<file path="src/mem_ctrl_cfg.svh">
//////////////////////////////
// Memory bus controller constants
//////////////////////////////
`ifndef MEM_CTRL_CFG_SVH
`define MEM_CTRL_CFG_SVH

// Data path geometry
`define MEM_BEAT_W          32
`define MEM_LINE_BEATS      4
`define MEM_LINE_W          128
`define MEM_LINES           64

// Access latency after reset, in clock cycles
`define MEM_DEFAULT_LATENCY 3

// Configuration register map
`define MEM_REG_LATENCY     2'd0
`define MEM_REG_RD_COUNT    2'd1
`define MEM_REG_WR_COUNT    2'd2

`endif

</file>
<file path="src/mem_ctrl_pkg.sv">
//////////////////////////////
// Memory bus controller types
// Requester tags, requests and read returns
//////////////////////////////
`default_nettype none

`include "mem_ctrl_cfg.svh"

package mem_ctrl_pkg;

   // Requester tag, carried back on every response beat
   typedef enum logic [1:0]
   {
      src_ic  = 2'd0,
      src_dc  = 2'd1,
      src_dma = 2'd2
   } mem_src_e;

   // One 16-byte memory line
   typedef logic [`MEM_LINE_W-1:0] mem_line_t;

   // Request as it travels through the latch stages
   // Size code holds byte count minus one
   typedef struct packed
   {
      logic      write;
      logic [15:0] addr;
      logic [3:0]  size;
      mem_src_e  src;
      mem_line_t line;
   } bus_req_t;

   // Line returned by a read, tagged with its requester
   typedef struct packed
   {
      mem_src_e  src;
      mem_line_t line;
   } mem_rd_t;

endpackage

`default_nettype wire

</file>
<file path="src/mem_beat_assembler.sv">
//////////////////////////////
// Request header and write beat assembler
//////////////////////////////
`timescale 1ns/1ps
`default_nettype none

`include "mem_ctrl_cfg.svh"

module mem_beat_assembler (
   input  logic                     clk,
   input  logic                     rst_n,
   input  logic                     req_valid,
   output logic                     req_ready,
   input  logic                     req_write,
   input  logic [15:0]              req_addr,
   input  logic [3:0]               req_size,
   input  mem_ctrl_pkg::mem_src_e   req_src,
   input  logic                     wdata_valid,
   output logic                     wdata_ready,
   input  logic [`MEM_BEAT_W-1:0]   wdata,
   output logic                     out_valid,
   input  logic                     out_ready,
   output mem_ctrl_pkg::bus_req_t   out_req
);
   import mem_ctrl_pkg::*;

   localparam int CNT_W = $clog2(`MEM_LINE_BEATS);

   typedef enum logic [1:0] {st_idle, st_collect, st_offer} state_e;

   state_e           state_q;
   logic [CNT_W-1:0] beat_q;
   bus_req_t         req_q;

   assign req_ready   = (state_q == st_idle);
   assign wdata_ready = (state_q == st_collect);
   assign out_valid   = (state_q == st_offer);
   assign out_req     = req_q;

   // Reads go straight to offer, writes wait for their four beats
   always_ff @(posedge clk or negedge rst_n)
   begin
      if (!rst_n)
      begin
         state_q <= st_idle;
         beat_q  <= '0;
      end
      else
      begin
         case (state_q)
            st_idle:
               if (req_valid)
               begin
                  beat_q  <= '0;
                  state_q <= req_write ? st_collect : st_offer;
               end
            st_collect:
               if (wdata_valid)
               begin
                  beat_q <= beat_q + 1'b1;
                  if (beat_q == CNT_W'(`MEM_LINE_BEATS - 1))
                     state_q <= st_offer;
               end
            st_offer:
               if (out_ready)
                  state_q <= st_idle;
            default:
               state_q <= st_idle;
         endcase
      end
   end

   // Header capture, line cleared so reads carry zero data
   always_ff @(posedge clk)
   begin
      if (req_valid && req_ready)
      begin
         req_q.write <= req_write;
         req_q.addr  <= req_addr;
         req_q.size  <= req_size;
         req_q.src   <= req_src;
         req_q.line  <= '0;
      end
      else if (wdata_valid && wdata_ready)
         req_q.line[beat_q*`MEM_BEAT_W +: `MEM_BEAT_W] <= wdata;
   end

endmodule

`default_nettype wire

</file>
<file path="config.mk">
export PLATFORM = sky130hd
export DESIGN_NAME = mem_beat_assembler
export DESIGN_NICKNAME = d
export VERILOG_FILES = /design/src/mem_ctrl_pkg.sv /design/src/mem_beat_assembler.sv
export VERILOG_INCLUDE_DIRS = /design/src /design/src/src
export SDC_FILE = /design/constraint.sdc
export NUM_CORES = 1
export LEC_CHECK = 0
export ABC_CLOCK_PERIOD_IN_PS = 4650
export BUFFER_PORTS_ARGS = -buffer_cell sky130_fd_sc_hd__buf_4
export CAP_MARGIN = 20
export CORE_MARGIN = 8
export CORE_UTILIZATION = 25
export DETAILED_ROUTE_END_ITERATION = 6
export GPL_ROUTABILITY_DRIVEN = 0
export PLACE_DENSITY_LB_ADDON = 0.15
export SETUP_SLACK_MARGIN = 0.4
export SLEW_MARGIN = 20
export SYNTH_ARGS = -nofsm -noshare
export SYNTH_HDL_FRONTEND = slang
export SYNTH_SLANG_ARGS = --single-unit
</file>
<file path="constraint.sdc">
create_clock -name clk -period 4.65 [get_ports clk]
set_input_delay 0.6975 -clock clk [delete_from_list [all_inputs] [get_ports clk]]
set_output_delay 0.6975 -clock clk [all_outputs]
set_load 0.01 [all_outputs]
</file>
-- Yosys cells after proc, flatten, opt, wreduce, memory -nomap -nowiden
Index checks and enable logic that the tools add are counted.
- register bits after elaboration: 155
- bits of input ports: 60
- logic and storage cells: 34
- add/sub/neg operators: 2
- eq/ne operators: 7
- shift-type cells: 2
- mux-type cells: 10
- reduce and logical (&&, ||, !) cells: 6
- operators with widths (operator ; number):
    bitwise mux 128 bit ; 1
    variable shift 32 x 34 -> 128 bit (first input constant) ; 1
    indexed part select 32 x 34 -> 128 bit ; 1
    negation 7 -> 34 bit ; 1
    2-to-1 mux 2 bit ; 7
    case mux 2 bit (3 select lines) ; 1
    equality test 2 bit (second input constant) ; 2
    inequality test 2 x 1 -> 1 bit (second input constant) ; 2
    inequality test 2 bit (second input constant) ; 2
    case mux 2 bit (2 select lines) ; 1
    AND reduction 4 bit ; 1
    AND reduction 3 bit ; 1
    adder 2 x 1 -> 2 bit (second input constant) ; 1
    equality test 2 x 1 -> 1 bit (second input constant) ; 1
    logical AND 1 bit ; 2
    logical NOT 2 bit ; 1
    nonzero test 2 bit ; 1

-- Longest topological paths before layout
- depth after elaboration: 4
- gate-level depth with buffers: 7
- depth with buffers taken out: 5

-- Worst setup path after synthesis
OpenSTA, ideal clock, no wires.
- kind: input-to-reg
- start point: input req_valid
- end point: register req_q (netlist bit out_req[128]) (enable)
- data arrival time: 1618 ps
- slack: 2662 ps
- cell stages on the path: 3
- cells stage by stage: nor3b_4 -> buf_2 -> buf_2
- word-level cells in the longest chain between the ends: 1
- ends and longest elaborated chain (item ; RTL line ; source):
    start: declaration ; mem_beat_assembler.sv:12 ; input logic req_valid,
    logical AND 1 bit ; mem_beat_assembler.sv:76 ; if (req_valid && req_ready)
    end: declaration ; mem_beat_assembler.sv:33 ; bus_req_t req_q;
Every way passes these cells.
A chain may end at the register's enable or synchronous reset.

-- Final worst setup path
- start point: register state_q[0]
- end point: register req_q (netlist bit out_req[38])
- word-level cells in the longest chain between the ends: 2
- elaborated cells on any way between the ends: 4
- those cells by class: eq/ne: 1; reduce/logical: 3
- ends and longest elaborated chain (item ; RTL line ; source):
    start: declaration ; mem_beat_assembler.sv:31 ; state_e state_q;
    start signal: assignment ; mem_beat_assembler.sv:45 ; state_q <= st_idle;
    start signal: assignment ; mem_beat_assembler.sv:55 ; state_q <= req_write ? st_collect : st_offer;
    start signal: assignment ; mem_beat_assembler.sv:62 ; state_q <= st_offer;
    equality test 2 x 1 -> 1 bit / logical NOT 2 bit (equally long branches) ; mem_beat_assembler.sv:36, mem_beat_assembler.sv:35 ;
    logical AND 1 bit (on tied branches) ; mem_beat_assembler.sv:84, mem_beat_assembler.sv:76 ;
Parallel ways exist; a longest one is shown, timed or not.

==> impl_results.md <==
* Status: complete, no violations
* Grt met3 use at 4.68%
* Peak Freq at 354 MHz
* CTS max path bufs at 2
* Syn nets at 618
* # IOs at 214
* Clock slew at reported path FFs at 0.06 ns
* Worst setup path category: flop to flop
* Distinct cells, synth at 29
* First-pass GRT wire length at 31.7 mm
* Met2 usage at 24.6%
* Register Area at 3350 um^2
* Rows at 55
* Leakage power at 3.37 nW
* Iteration-0 DRC Markers at 218
* Die X-Extent at 167 um
* Main flop type after synthesis: dfxtp_1
* Crit-path max FO at 66
* Vias per Instance at 4.79
* Setup violators final at 0
* Port-buffer cells at 213
* Via count at 4984
* Area Overhead vs Synth at 40.5%
* R2R Setup Slk at 1.82 ns
* Tmin final at 2.83 ns
* Cell Pwr Density at 503 nW/um^2
* Final global-route overflow total at 0
* Slew @ Worst Pin at 1.04 ns
* Peak VDD IR at 0.000206 V
* Antenna cells at 0
* Ys Warns at 0
* Clk_lat worst skew at 0.42 ns
* Max cap viols at 0
* Tcrit/Tclk final at 60.8%
* CTS tree: yes
* Fin. Hold Viols at 0
* Die ar. at 27900 um^2
* Post-CTS setup buffer count at 0
* Initial antenna violation count at 0
* Clock Skew at 0.00975 ns
* Multi-input gate area at 2030 um^2
* WL per Instance at 20.2 um
* Layout cells sized above 1 at 38.0%
* H-tree lvl count at 4
* Crit end category: flop
* GRT Total Usage at 14.8%
* Number of global-route vias before repair at 5130
* Register area share after synthesis at 58.9%
* Nets at 808
* Hold Buf Count CTS at 0
* Pwr Total at 4.03 mW
* DIE HEIGHT at 167 um
* Detailed-placement wirelength estimate at 14.9 mm
* Post-synth EDFFs at 23
* CTS root buf: clkbuf_16
* Unrepaired setup endpoints after global routing: no
* GR peak layer: met2
* # clock sinks at 155
* CP required at 4.95 ns
* Synthesized area per cell at 10.3 um^2
* Post-cts sizing count at 0
* Mapped Area at 5700 um^2
* Register bit total from synthesis at 155
* Fill cells at 2306
* CP Launch Type: flop
* TNS Setup at 0 ns
* Detailed Route WL at 21.0 mm
* WP data arrival at 3.13 ns
* Slew Viols, Final at 0
* Drt first pass iters at 4
* CTS buffer count at 17
* Gate Count Post-Synth at 552
* M1 GR Usage at 17.6%
* Antenna Nets Post-Route at 0
* Slew margin rel. at 30.6%
* Drt drc at 0
* Post-synth ARST share at 2.58%
* CORE AREA at 22500 um^2
* Initial Util at 25.3%
* Hold crit path type: primary input to async pin
* Pin count of the biggest net entering global routing at 67
-- cells by family after synthesis --
| family | after synthesis | share of synthesized area (%) |
|---|---|---|
| AOI/OAI and AO/OA | 132 | 15.7 |
| adders and majority gates | 6 | 1.32 |
| buffers and inverters | 53 | 5.80 |
| and+or+nand+nor | 205 | 18.1 |
| muxes | 1 | 0.198 |
| DFF | 155 | 58.9 |
-- area by class of cell --
cell class              instances  share of cell area, %
well taps                     285                   4.45
clock buffers                  18                   5.36
flip-flops and latches        155                   41.9
repair buffers                222                   20.8
inverters                       2                 0.0938
clock inverters                14                   2.00
multi-input cells             344                   25.4
-- critical path, stage by stage, from the launching register on --
cell and delay [ns]:
dfrtp_1 0.59, nor3b_4 0.31, buf_4 0.58, buf_4 0.71, nor2_1 0.21, a32o_1 0.26
-- layout by cell type (no fill, tap or decap), drive strengths merged, types with 6 or more instances in the layout --
cell type / count
nand3: 88
nand2: 90
a21oi: 89
buf: 222
edfxtp: 23
nor2: 6
clkbuf: 18
inv: 7
dfxtp: 128
ha: 6
a32o: 40
-- final timing paths --
path,cells past startpoint,startpoint,endpoint
setup / recovery,5,state_q[0]$_DFFE_PN0P_,out_req[38]$_SDFFE_PP0P_
hold reg to reg,2,out_req[1]$_SDFFE_PP0P_,out_req[1]$_SDFFE_PP0P_
hold / removal,1,rst_n,beat_q[0]$_DFFE_PN0P_
max in group asynchronous,1,rst_n,beat_q[1]$_DFFE_PN0P_
setup reg to reg,5,state_q[0]$_DFFE_PN0P_,out_req[38]$_SDFFE_PP0P_
min in group clk,1,req_addr[12],out_req[146]$_DFFE_PP_
-- layer usage --
| metal | vias to the layer above | routed length [um] |
|---|---|---|
| met5 | - | 0 |
| met4 | 0 | 403 |
| met3 | 25 | 1610 |
| met2 | 187 | 10000 |
| met1 | 2398 | 8940 |
| li1 | 2374 | - |
-- sequential cells by signal, summed over array words and instances, names as in the netlist --
signal and count:
state_q 2, out_req 151, beat_q 2
-- synthesized netlist by cell type, types with 5 or more instances --
master	n	area, um^2
dfxtp_1	128	2560
nand2_1	90	338
a21oi_1	89	445
nand3_1	88	440
buf_2	36	180
a32o_2	24	270
edfxtp_1	23	691
a32o_1	16	160
buf_6	8	90.1
buf_4	7	52.6
ha_1	6	75.1
nor2_1	5	18.8
-- power breakdown --
group	total, mW	leakage (nW)	internal, mW	switching (mW)
logic	1.00	1.79	0.349	0.654
clock network	1.41	0.273	0.803	0.604
registers	1.62	1.30	1.51	0.109
total	4.03	3.37	2.66	1.37
-- through the flow --
| stage | worst slack, ns | area (um^2) | cells | hold slack [ns] | utilization [%] |
|---|---|---|---|---|---|
| finish | 1.82 | 8010 | 1040 | 0.0631 | 35.6 |
| global route | 1.64 | 8010 | 1040 | 0.0430 | 35.6 |
| CTS | 1.84 | 8010 | 1040 | 0.0417 | 35.6 |
| detailed placement | 1.70 | 7420 | 1008 | 0.445 | 33.0 |
| global placement | 1.79 | 7420 | 1008 | 0.441 | 33.0 |
| floorplan | 2.66 | 5700 | 552 | 0.402 | - |
Note: power is estimated with default switching activity, not from simulation.
