File: src/mem_ctrl_cfg.svh
//////////////////////////////
// Memory bus controller constants
//////////////////////////////
`ifndef MEM_CTRL_CFG_SVH
`define MEM_CTRL_CFG_SVH

// Data path geometry
`define MEM_BEAT_W          32
`define MEM_LINE_BEATS      4
`define MEM_LINE_W          128
`define MEM_LINES           64

// Access latency after reset, in clock cycles
`define MEM_DEFAULT_LATENCY 3

// Configuration register map
`define MEM_REG_LATENCY     2'd0
`define MEM_REG_RD_COUNT    2'd1
`define MEM_REG_WR_COUNT    2'd2

`endif

File: src/mem_ctrl_regs.sv
//////////////////////////////
// Configuration and status registers
//////////////////////////////
`timescale 1ns/1ps
`default_nettype none

`include "mem_ctrl_cfg.svh"

module mem_ctrl_regs (
   input  logic        clk,
   input  logic        rst_n,
   input  logic        cfg_wr_en,
   input  logic [1:0]  cfg_addr,
   input  logic [15:0] cfg_wdata,
   output logic [15:0] cfg_rdata,
   input  logic        done_rd,
   input  logic        done_wr,
   output logic [3:0]  latency
);

   logic [3:0]  latency_q;
   logic [15:0] rd_count_q;
   logic [15:0] wr_count_q;

   assign latency = latency_q;

   always_ff @(posedge clk or negedge rst_n)
   begin
      if (!rst_n)
      begin
         latency_q  <= 4'(`MEM_DEFAULT_LATENCY);
         rd_count_q <= 16'd0;
         wr_count_q <= 16'd0;
      end
      else
      begin
         // Values above the field saturate at the longest latency
         if (cfg_wr_en && cfg_addr == `MEM_REG_LATENCY)
            latency_q <= (|cfg_wdata[15:4]) ? 4'hf : cfg_wdata[3:0];
         // A write of any value clears a counter
         if (cfg_wr_en && cfg_addr == `MEM_REG_RD_COUNT)
            rd_count_q <= 16'd0;
         else if (done_rd)
            rd_count_q <= rd_count_q + 16'd1;
         if (cfg_wr_en && cfg_addr == `MEM_REG_WR_COUNT)
            wr_count_q <= 16'd0;
         else if (done_wr)
            wr_count_q <= wr_count_q + 16'd1;
      end
   end

   always_comb
   begin
      case (cfg_addr)
         `MEM_REG_LATENCY:  cfg_rdata = {12'd0, latency_q};
         `MEM_REG_RD_COUNT: cfg_rdata = rd_count_q;
         `MEM_REG_WR_COUNT: cfg_rdata = wr_count_q;
         default:           cfg_rdata = 16'd0;
      endcase
   end

endmodule

`default_nettype wire

File: config.mk
export PLATFORM = sky130hd
export DESIGN_NAME = mem_ctrl_regs
export DESIGN_NICKNAME = d
export VERILOG_FILES = /design/src/mem_ctrl_regs.sv
export VERILOG_INCLUDE_DIRS = /design/src /design/src/src
export SDC_FILE = /design/constraint.sdc
export NUM_CORES = 1
export LEC_CHECK = 0
export BUFFER_PORTS_ARGS = -buffer_cell sky130_fd_sc_hd__buf_2
export CELL_PAD_IN_SITES_DETAIL_PLACEMENT = 0
export CELL_PAD_IN_SITES_GLOBAL_PLACEMENT = 1
export CORE_ASPECT_RATIO = 0.75
export CORE_MARGIN = 4
export CORE_UTILIZATION = 41
export CTS_CLUSTER_SIZE = 16
export DETAILED_ROUTE_END_ITERATION = 12
export HOLD_SLACK_MARGIN = 0.02
export PLACE_DENSITY = 0.76
export SETUP_SLACK_MARGIN = 0.2
export SLEW_MARGIN = 20
export SYNTH_ARGS = -nofsm -noshare
export SYNTH_HDL_FRONTEND = slang
export SYNTH_SLANG_ARGS = --single-unit
export TNS_END_PERCENT = 30
File: constraint.sdc
create_clock -name clk -period 2.1 [get_ports clk]
set_input_delay 0.21 -clock clk [delete_from_list [all_inputs] [get_ports clk]]
set_output_delay 0.21 -clock clk [all_outputs]
set_load 0.05 [all_outputs]
# Word level (Yosys, flattened, before mapping)
# Index checks and enable logic that the tools add are counted.
[word_totals]
ff_bits = 36
input_bits = 23
wordCells = 20
output_inout_bits = 20
[classes]
n_reduce_logical = 7
addsub = 2
eq_ne = 2
n_mux = 6
[ops]
columns = ["operator", "count"]
rows = [
  ["2-to-1 mux 16 bit", 4],
  ["one-hot mux 16 bit (3 select lines)", 1],
  ["adder 16 x 1 -> 16 bit (second input constant)", 2],
  ["OR reduction 12 bit", 1],
  ["2-to-1 mux 4 bit", 1],
  ["nonzero test 2 bit", 2],
  ["logical AND 1 bit", 3],
  ["equality test 2 x 1 -> 1 bit (second input constant)", 1],
  ["equality test 2 bit (second input constant)", 1],
  ["logical NOT 2 bit", 1],
]

# Longest topological paths before layout
# Gate-level depths: netlist (run 1).
[depth]
ltp_word = 3
mapped_depth = 6
mapped_depth_nobuf = 5

# Worst setup path after synthesis (run 1)
# No wires, ideal clock.
[synth_path]
kind = "reg2out"
from = "reg latency_q[0], in the netlist latency[0]"
to = "out cfg_rdata[0]"
slack_ps = 7
n_path_buf = 0
required_time_ps = 1890
arrival_ps = 1883
path_stages_with_launch = 3
cell_sequence = "dfstp_2 > mux2i_1 > o21ai_0"
[synth_between]
elab_chain_cells = 1
[synth_rtl]
columns = ["element", "line_no", "text"]
rows = [
  ["start, declared", "mem_ctrl_regs.sv:21", "logic [3:0] latency_q;"],
  ["start signal, assigned", "mem_ctrl_regs.sv:31", "latency_q <= 4'(`MEM_DEFAULT_LATENCY);"],
  ["start signal, assigned", "mem_ctrl_regs.sv:39", "latency_q <= (|cfg_wdata[15:4]) ? 4'hf : cfg_wdata[3:0];"],
  ["one-hot mux 16 bit (3 select lines)", "mem_ctrl_regs.sv:54", "case (cfg_addr)"],
  ["end, declared", "mem_ctrl_regs.sv:15", "output logic [15:0] cfg_rdata,"],
]
# Every way passes these cells.

# Worst setup path after layout (run 1)
[layout_path]
from = "reg wr_count_q[0]"
to = "reg wr_count_q[14]"
[layout_between]
elab_chain_cells = 3
[layout_rtl]
columns = ["element", "line_no", "text"]
rows = [
  ["start, declared", "mem_ctrl_regs.sv:23", "logic [15:0] wr_count_q;"],
  ["start signal, assigned", "mem_ctrl_regs.sv:48", "wr_count_q <= wr_count_q + 16'd1;"],
  ["adder 16 x 1 -> 16 bit", "mem_ctrl_regs.sv:48", ""],
  ["2-to-1 mux 16 bit", "mem_ctrl_regs.sv:47", "else if (done_wr)"],
  ["2-to-1 mux 16 bit", "mem_ctrl_regs.sv:45", "if (cfg_wr_en && cfg_addr == `MEM_REG_WR_COUNT)"],
]
# Every way passes these cells. The select of a mux whose other input is x is not followed.
# A chain may end at the register's enable or synchronous reset.

==> impl_metrics.json, run 1 <==
{
  "status": "complete, no violations",
  "post_dp_cell_area_sq_um": 2250,
  "cts_setup_buffers": 0,
  "syn_area_sq_um": 2000,
  "diodes": 0,
  "die_width_microns": 88.7,
  "ir_drop_mv": 0.417,
  "die_h_microns": 68.5,
  "overflow": 0,
  "cp.required_ps": 2310,
  "synth-xor-area-share": 0.101,
  "cts_root_buffer": "clkbuf_8",
  "vias_per_cell": 5.34,
  "finalWirelength_microns": 4530,
  "synth.most_common_cell": "dfrtp_1",
  "drv_slew": 0,
  "synth_fp_nets": 231,
  "seq_area_frac_synth": 0.452,
  "max_cap_violations": 0,
  "slew_headroom": 0.456,
  "antenna_found_initial": 0,
  "period_needed_ps": 1680,
  "clk_path_buf_depth": 2,
  "clkPwrFrac": 0.295,
  "wire_per_inst_microns": 14.9,
  "internal-power_w": 0.00117,
  "synthTopCellsByCount": "dfrtp_1 (34), nor2_1 (28), nand2_1 (19)",
  "insertion_delay_ps": 290,
  "min_path_type": "input port to asynchronous set/reset pin",
  "worstRegToRegCells": 5,
  "dieArea_sq_um": 6070,
  "regArea_sq_um": 903,
  "vias": 1628,
  "synth_compound_gate_area_share": 0.120,
  "syn_inst": 206,
  "ctsHoldBuffers": 0,
  "final_nets": 272,
  "synth.distinct_cells": 42,
  "final.setup.tns_ps": 0,
  "fin_crit_sh": 0.800,
  "multi_input_area_sq_um": 1040,
  "p_comb_frac": 0.199,
  "place.gp.congestion": 0.766,
  "cp_max_fo": 4,
  "seq_power_share": 0.506,
  "start_util": 0.435,
  "cp-start-kind": "register",
  "ys.warnings.count": 0,
  "p_leak_nw": 1.08,
  "synth_top_flop_cell": "dfrtp_1",
  "io-pin-count": 43,
  "first_pass_iters": 4,
  "ys_seq_elements": 36,
  "worst-setup-path-type": "register to register",
  "synth_edf_count": 0,
  "synth_top_family_by_area": "simple AND/OR/NAND/NOR gates",
  "hpwl_microns": 3360,
  "fillers": 437,
  "io_buffers": 42,
  "finalHoldViolCount": 0,
  "cts_sinks": 36,
  "fin_area_sq_um": 2340,
  "area_growth_pct": 17.0,
  "drive_gt1_frac": 0.242,
  "cts-htree-levels": 2,
  "numCtsBuffers": 5,
  "max_freq_mhz": 595,
  "antenna_left": 0,
  "syn-mean-instance-area_sq_um": 9.71,
  "rsz0062_at_grt": "no",
  "synthAdderAreaFrac": 0.0125,
  "power.switching_w": 0.000571,
  "post-route-drc-count": 0,
  "core_area_sq_um": 4600,
  "async_flop_share": 1.00,
  "worstMarginPinSlew_ps": 817,
  "grtUsageTotal": 0.168,
  "cp.arrival_ps": 1890,
  "swShare": 0.329,
  "grt_pass1_wl_microns": 7730,
  "finClkSkew_ps": 10.6,
  "cp-end-kind": "register",
  "setup_viol": 0,
  "grt_pass1_vias": 1575,
  "synth-simple-area-share": 0.255,
  "cts_tree": "built",
  "synth_top_area_cell": "dfrtp_1",
  "yosys-mux-area-fraction": 0.0300,
  "netlist_top_cells_area": "dfrtp_1 (43%), xnor2_1 (6.1%), nor2_1 (5.3%)",
  "p_per_area_nw_per_um2": 742,
  "cts_resized": 0,
  "rows": 21,
  "synth_top_area_share": 0.425,
  "drtIter0Drc": 60,
  "grt_max_degree": 37,
  "clk_pin_slew_ps": 80
}
## area by class of cell
type                    count  area share
flip-flops and latches     36       0.386
repair buffers             45      0.0994
well taps                  57      0.0305
inverters                   2     0.00321
multi-input cells         157       0.443
clock buffers               8      0.0385
## flip-flops by register name, summed over array words and instances (netlist names)
signal / count
rd_count_q: 16
wr_count_q: 16
latency: 4
## critical path, stage by stage (launching register included)
cell	delay (ps)
dfrtp_1	420
ha_1	200
nand3_1	150
or2_0	260
or4_1	400
a21oi_1	170
## placed cells by master (no fill, tap or decap), types with 2 or more instances in the layout
cell type,n
mux2i_1,6
o22a_1,4
clkbuf_1,2
nor4_1,8
and4_1,2
buf_2,42
inv_1,2
dfstp_2,2
xnor2_1,14
nor2b_1,2
buf_4,3
nor3_1,7
or4_1,2
nand3_1,7
nand4_1,5
dfrtp_1,34
clkbuf_8,6
xor2_1,9
o21ai_0,5
nand2_1,19
a21oi_1,4
ha_1,2
nand4_2,3
nor2_1,28
a22o_1,11
## path summary, 6_finish.rpt
check / from / to / slack [ps]
worst max-delay path: wr_count_q[0]$_DFFE_PN0P_ / wr_count_q[14]$_DFFE_PN0P_ / 420
worst min-delay path: rst_n / wr_count_q[13]$_DFFE_PN0P_ / 2
worst max register to register: wr_count_q[0]$_DFFE_PN0P_ / wr_count_q[14]$_DFFE_PN0P_ / 420
worst min register to register: latency[3]$_DFFE_PN0P_ / latency[3]$_DFFE_PN0P_ / 550
max in group asynchronous: rst_n / rd_count_q[0]$_DFFE_PN0P_ / 1560
min in group clk: cfg_wdata[1] / latency[1]$_DFFE_PN1P_ / 140
## routing by layer
layer | GRT usage | share of wire | vias up
met2 | 0.249 | 0.40 | 57
met3 | 0.0439 | 0.070 | 4
met5 | 0 | 0 | -
met4 | 0.0453 | 0.0084 | 0
met1 | 0.244 | 0.52 | 744
li1 | - | - | 823
## logic make-up after synthesis
family / Yosys count
DFF: 36
adders and majority gates: 2
muxes: 6
xor gates and xnor gates: 23
AOI/OAI and AO/OA: 32
buffers and inverters: 13
and+or+nand+nor: 94
## power groups by stage
stage | Clock (W) | Sequential [W] | Combinational, W
final | 0.000512 | 0.000879 | 0.000346
after global routing | 0.000552 | 0.000896 | 0.000394
after global placement | 0 | 0.000890 | 0.000353
after floorplan | 0 | 0.000855 | 0.000284
after CTS | 0.000530 | 0.000882 | 0.000353
after detailed placement | 0 | 0.000896 | 0.000350
## stage by stage
step	std cells	power [W]	util	setup WS, ps	hold slack, ps
finish	305	0.00174	0.509	420	2.40
global route	305	0.00184	0.509	280	88.3
CTS	305	0.00176	0.509	390	43.1
detailed placement	297	0.00125	0.490	406	358
global placement	297	0.00124	0.490	489	357
floorplan	206	0.00114	-	6.58	-85.6
Power figures use the tool's default switching activity.
==> run 2: changes to the inputs <==
==> constraint.sdc (replaced) <==
create_clock -name clk -period 1.7 [get_ports clk]
set_input_delay 0.17 -clock clk [delete_from_list [all_inputs] [get_ports clk]]
set_output_delay 0.17 -clock clk [all_outputs]
set_load 0.05 [all_outputs]
==> run 2 against run 1 <==
Compared with the run above: clock-buffer cell count fell by 2; sequential share of layout area fell by 2.9 points; largest cell class unchanged; via count rose by 6.6%; total power rose by 33%; worst setup slack got worse by 230 ps; clock power rose by 23%; register-to-register slack got worse by 220 ps; routed wire length rose by 5.1%; utilization rose by 4.4 points; global-route usage rose by 0.41 points; sequential power rose by 19%; final cell count rose by 5.6%; largest power group unchanged.
==> impl_metrics.json, run 2 (synthesis results as in run 1) <==
{
  "drv_slew": 0,
  "holdPathEnd": "latency[1]$_DFFE_PN1P_",
  "hpwl_microns": 3440,
  "cpLargestDelayFamily": "flip-flops",
  "area_growth_pct": 27.2,
  "crit_chain": "buf_4, mux2i_1, o21ai_2, buf_2",
  "rows": 21,
  "diodes": 0,
  "worst-setup-path-type": "register to output pin",
  "worstHoldStart": "cfg_wdata[1]",
  "finalWirelength_microns": 4760,
  "layout_common_cells": "buf_2 (42), dfrtp_1 (31), nor2_1 (28), nand2_1 (19), buf_4 (19)",
  "multi_input_area_sq_um": 1100,
  "cts-htree-levels": 2,
  "status": "complete, no violations",
  "regArea_sq_um": 907,
  "drive_gt1_frac": 0.340,
  "grt_pass1_vias": 1668,
  "period_needed_ps": 1510,
  "die_width_microns": 88.7,
  "io_buffers": 42,
  "final_nets": 289,
  "drtIter0Drc": 77,
  "min_path_type": "input port to register",
  "final_common_cell": "buf_2",
  "cp_max_fo": 3,
  "cp-start-kind": "register",
  "fin_crit_sh": 0.887,
  "max_cap_violations": 0,
  "start_util": 0.435,
  "numCtsBuffers": 5,
  "rrSetupSlack_ps": 200,
  "die_h_microns": 68.5,
  "overflow": 0,
  "vias": 1736,
  "setup_viol": 0,
  "cp_slowest_cell": "dfrtp_1",
  "core_area_sq_um": 4600,
  "io-pin-count": 43,
  "slew_headroom": 0.687,
  "worstRegToRegCells": 4,
  "final.setup.tns_ps": 0,
  "final_cells": 322,
  "cts_sinks": 36,
  "antenna_found_initial": 0,
  "grt_max_degree": 37,
  "crit_path_max_incr_delay_ps": 410,
  "r2r_start": "rd_count_q[6]$_DFFE_PN0P_",
  "clk_path_buf_depth": 2,
  "vias_per_cell": 5.39,
  "finClkSkew_ps": 7.04,
  "max_freq_mhz": 663,
  "worstHoldPathCells": 2,
  "p_per_area_nw_per_um2": 909,
  "fillers": 413,
  "cp.required_ps": 1530,
  "cts_root_buffer": "clkbuf_8",
  "first_pass_iters": 4,
  "path_buf_inv": 2,
  "ir_drop_mv": 0.511,
  "wire_per_inst_microns": 14.8,
  "grt_pass1_wl_microns": 8020,
  "worstMarginPinSlew_ps": 469,
  "dieArea_sq_um": 6070,
  "antenna_left": 0,
  "rsz0062_at_grt": "yes",
  "p_leak_nw": 1.18,
  "clk_pin_slew_ps": 70,
  "cp.arrival_ps": 1340,
  "insertion_delay_ps": 290,
  "reg2reg_to": "rd_count_q[14]$_DFFE_PN0P_",
  "cts_tree": "built",
  "final_util": 0.553,
  "cp-end-kind": "output pin",
  "place_inst": 308,
  "place.gp.congestion": 0.806,
  "grtUsageTotal": 0.173,
  "finalHoldViolCount": 0,
  "post-route-drc-count": 0
}
run 2: worst max-delay path by stage:
stage                                    startpoint                    endpoint  slack [ps]  depth (start not counted)
after floorplan                         cfg_addr[1]                cfg_rdata[3]          50                          6
after CTS                 wr_count_q[0]$_DFFE_PN0P_  wr_count_q[14]$_DFFE_PN0P_         180                          5
after global routing      rd_count_q[6]$_DFFE_PN0P_  rd_count_q[14]$_DFFE_PN0P_         100                          4
after global placement    rd_count_q[0]$_DFFE_PN0P_  rd_count_q[12]$_DFFE_PN0P_         210                          5
after detailed placement  rd_count_q[5]$_DFFE_PN0P_  rd_count_q[14]$_DFFE_PN0P_         150                          4
final                     wr_count_q[0]$_DFFE_PN0P_                cfg_rdata[0]         190                          4
run 2: cell type report:
| cell class | instances | area share |
|---|---|---|
| Multi-Input combinational cell | 157 | 0.434 |
| Sequential cell | 36 | 0.356 |
| Timing Repair Buffer | 62 | 0.143 |
| Clock buffer | 6 | 0.0324 |
| Tap cell | 57 | 0.0280 |
| Clock inverter | 2 | 0.00393 |
| Inverter | 2 | 0.00295 |
run 2: repair_timing:
item | 4_1_cts | 5_1_grt
resized for setup | 1 | 13
hold buffers | 1 | 0
buffers inserted | 2 | 3
endpoints found under the hold margin | 34 | 0
endpoints found under the setup margin | 4 | 14
pin swaps | 0 | 4
run 2: stage by stage:
stage / cell area [sq um] / hold WS, ps / total power [W] / setup slack (ps)
2_1_floorplan: 2010 / -126 / 0.00142 / 45.7
3_3_place_gp: 2340 / 248 / 0.00162 / 206
3_5_place_dp: 2340 / 242 / 0.00162 / 154
4_1_cts: 2470 / 89.0 / 0.00229 / 179
5_1_grt: 2540 / 82.4 / 0.00246 / 102
6_report: 2540 / 96.2 / 0.00231 / 192
run 2: where the power goes:
group	internal, W	switching, W	leakage (nW)	total [W]
Clock	0.000323	0.000306	0.0510	0.000630
Combinational	0.000266	0.000365	0.663	0.000631
Sequential	0.000950	0.000102	0.470	0.00105
Total	0.00154	0.000774	1.18	0.00231
run 2: per-layer routing:
layer  vias to the layer above  part of all wire  global-route usage
met5                         -                 0                   0
met4                         0            0.0076              0.0453
met3                         4             0.069              0.0451
met2                        54              0.42               0.258
met1                       820              0.50               0.247
li1                        858                 -                   -
==> run 3: changes to the inputs <==
--- a/config.mk
+++ b/config.mk
@@ -16,6 +16,7 @@
 export DETAILED_ROUTE_END_ITERATION = 12
 export HOLD_SLACK_MARGIN = 0.02
 export PLACE_DENSITY = 0.76
+export REMOVE_ABC_BUFFERS = 1
 export SETUP_SLACK_MARGIN = 0.2
 export SLEW_MARGIN = 20
 export SYNTH_ARGS = -nofsm -noshare
==> run 3 against run 2 <==
Compared with the run above: first-iteration DRC count decreased by 25%; clock power is 1% higher; utilization decreased by 1.0 points; clock skew about the same; combinational power fell by 4.4%; largest power group unchanged; die area unchanged; clock-buffer cell count up 2; critical path depth did not move.
==> impl_metrics.json, run 3 (synthesis results as in run 1) <==
{
  "post-place-ws_ps": 90.8,
  "diodes": 0,
  "crit_chain": "nand4_2, or2_1, or4_1, nand2_1",
  "die_h_microns": 68.5,
  "max_cap_violations": 0,
  "finClkSkew_ps": 6.86,
  "grt_pass1_wl_microns": 8110,
  "final_cells": 320,
  "place.gp.congestion": 0.792,
  "dieArea_sq_um": 6070,
  "cp_max_fo": 5,
  "setup_viol": 0,
  "vias": 1743,
  "period_needed_ps": 1540,
  "worst_hold_slack_ps": 94.7,
  "grt_pass1_vias": 1665,
  "rows": 21,
  "fin_crit_sh": 0.907,
  "drive_gt1_frac": 0.319,
  "status": "complete, no violations",
  "grt_max_degree": 37,
  "final.setup.tns_ps": 0,
  "cts-htree-levels": 2,
  "drtIter0Drc": 58,
  "die_width_microns": 88.7,
  "overflow": 0,
  "start_util": 0.435,
  "ir_drop_mv": 0.648,
  "p_per_area_nw_per_um2": 920,
  "io_buffers": 42,
  "place_inst": 305,
  "hpwl_microns": 3520,
  "numCtsBuffers": 5,
  "cp_slowest_cell": "or4_1",
  "clk_pin_slew_ps": 80,
  "final_nets": 287,
  "cts_tree": "built",
  "post-route-drc-count": 0,
  "finalWirelength_microns": 4860,
  "cp.required_ps": 1930,
  "max_freq_mhz": 648,
  "use_met2": 0.251,
  "area_growth_pct": 24.8,
  "antenna_found_initial": 0,
  "cts_root_buffer": "clkbuf_8",
  "cp.arrival_ps": 1770,
  "use_met3": 0.0534,
  "p_leak_nw": 1.16,
  "io-pin-count": 43,
  "slew_headroom": 0.678,
  "use_met1": 0.263,
  "insertion_delay_ps": 290,
  "finalHoldViolCount": 0,
  "vias_per_cell": 5.45,
  "drv_slew": 0,
  "first_pass_iters": 4,
  "cp-end-kind": "register",
  "grt_most_used_layer": "met1",
  "rsz0062_at_grt": "yes",
  "min_path_type": "input port to register",
  "layout_common_cells": "buf_2 (39), dfrtp_1 (31), nor2_1 (28), buf_4 (20), nand2_1 (18)",
  "worstHoldStart": "cfg_wdata[3]",
  "clk_path_buf_depth": 2,
  "setup_ws_ps": 157,
  "cp-start-kind": "register",
  "crit_path_start": "rd_count_q[7]$_DFFE_PN0P_",
  "crit_path_max_incr_delay_ps": 480,
  "antenna_left": 0,
  "cts_sinks": 36,
  "worst-setup-path-type": "register to register",
  "core_area_sq_um": 4600,
  "final_common_cell": "buf_2",
  "grtUsageTotal": 0.178,
  "r2r_start": "rd_count_q[7]$_DFFE_PN0P_",
  "wire_per_inst_microns": 15.2,
  "worstMarginPinSlew_ps": 483
}
==> run 3: critical path: cells and delay by family (launching register included) <==
kind	cells	cell delay, ps
simple gates	4	1050
flops	1	420
==> run 3: final cells by class <==
cell class | count | area (sq um)
repair buffers | 60 | 355
fillers | 429 | 2100
well taps | 57 | 71.3
inverters | 2 | 7.51
clock buffers | 8 | 90.1
multi-input cells | 157 | 1070
flip-flops and latches | 36 | 907
==> run 3: what timing repair did <==
item | in CTS | in global routing
endpoints found under the setup margin | 8 | 13
buffers inserted | 4 | 2
pin swaps | 0 | 3
gates resized for setup | 3 | 15
hold buffers | 1 | 0
endpoints found under the hold margin | 34 | 0
==> run 3: power breakdown <==
part           internal (W)  leakage [nW]  total [W]  switching [W]
logic              0.000270         0.647   0.000603       0.000334
clock network      0.000331        0.0455   0.000637       0.000306
registers          0.000950         0.470    0.00106       0.000108
==> run 3: metal layers <==
layer / share of wire / vias up
met5: 0 / -
met4: 0.0097 / 0
met3: 0.064 / 4
met2: 0.42 / 58
met1: 0.51 / 827
li1: - / 854
==> run 3: through the flow <==
step / power (W) / area, sq um / utilization
after CTS: 0.00229 / 2450 / 0.532
after global routing: 0.00244 / 2500 / 0.543
after detailed placement: 0.00157 / 2310 / 0.503
final: 0.00230 / 2500 / 0.543
after floorplan: 0.00138 / 1950 / -
after global placement: 0.00156 / 2310 / 0.503
==> run 3: final timing paths <==
| path | endpoint | slack, ps | depth (start not counted) |
|---|---|---|---|
| min reg2reg | latency[3]$_DFFE_PN0P_ | 550 | 1 |
| min in group asynchronous | wr_count_q[14]$_DFFE_PN0P_ | 460 | 3 |
| max reg2reg | rd_count_q[12]$_DFFE_PN0P_ | 160 | 4 |
| max in group asynchronous | wr_count_q[4]$_DFFE_PN0P_ | 870 | 3 |
| max | rd_count_q[12]$_DFFE_PN0P_ | 160 | 4 |
| min | latency[3]$_DFFE_PN0P_ | 90 | 2 |
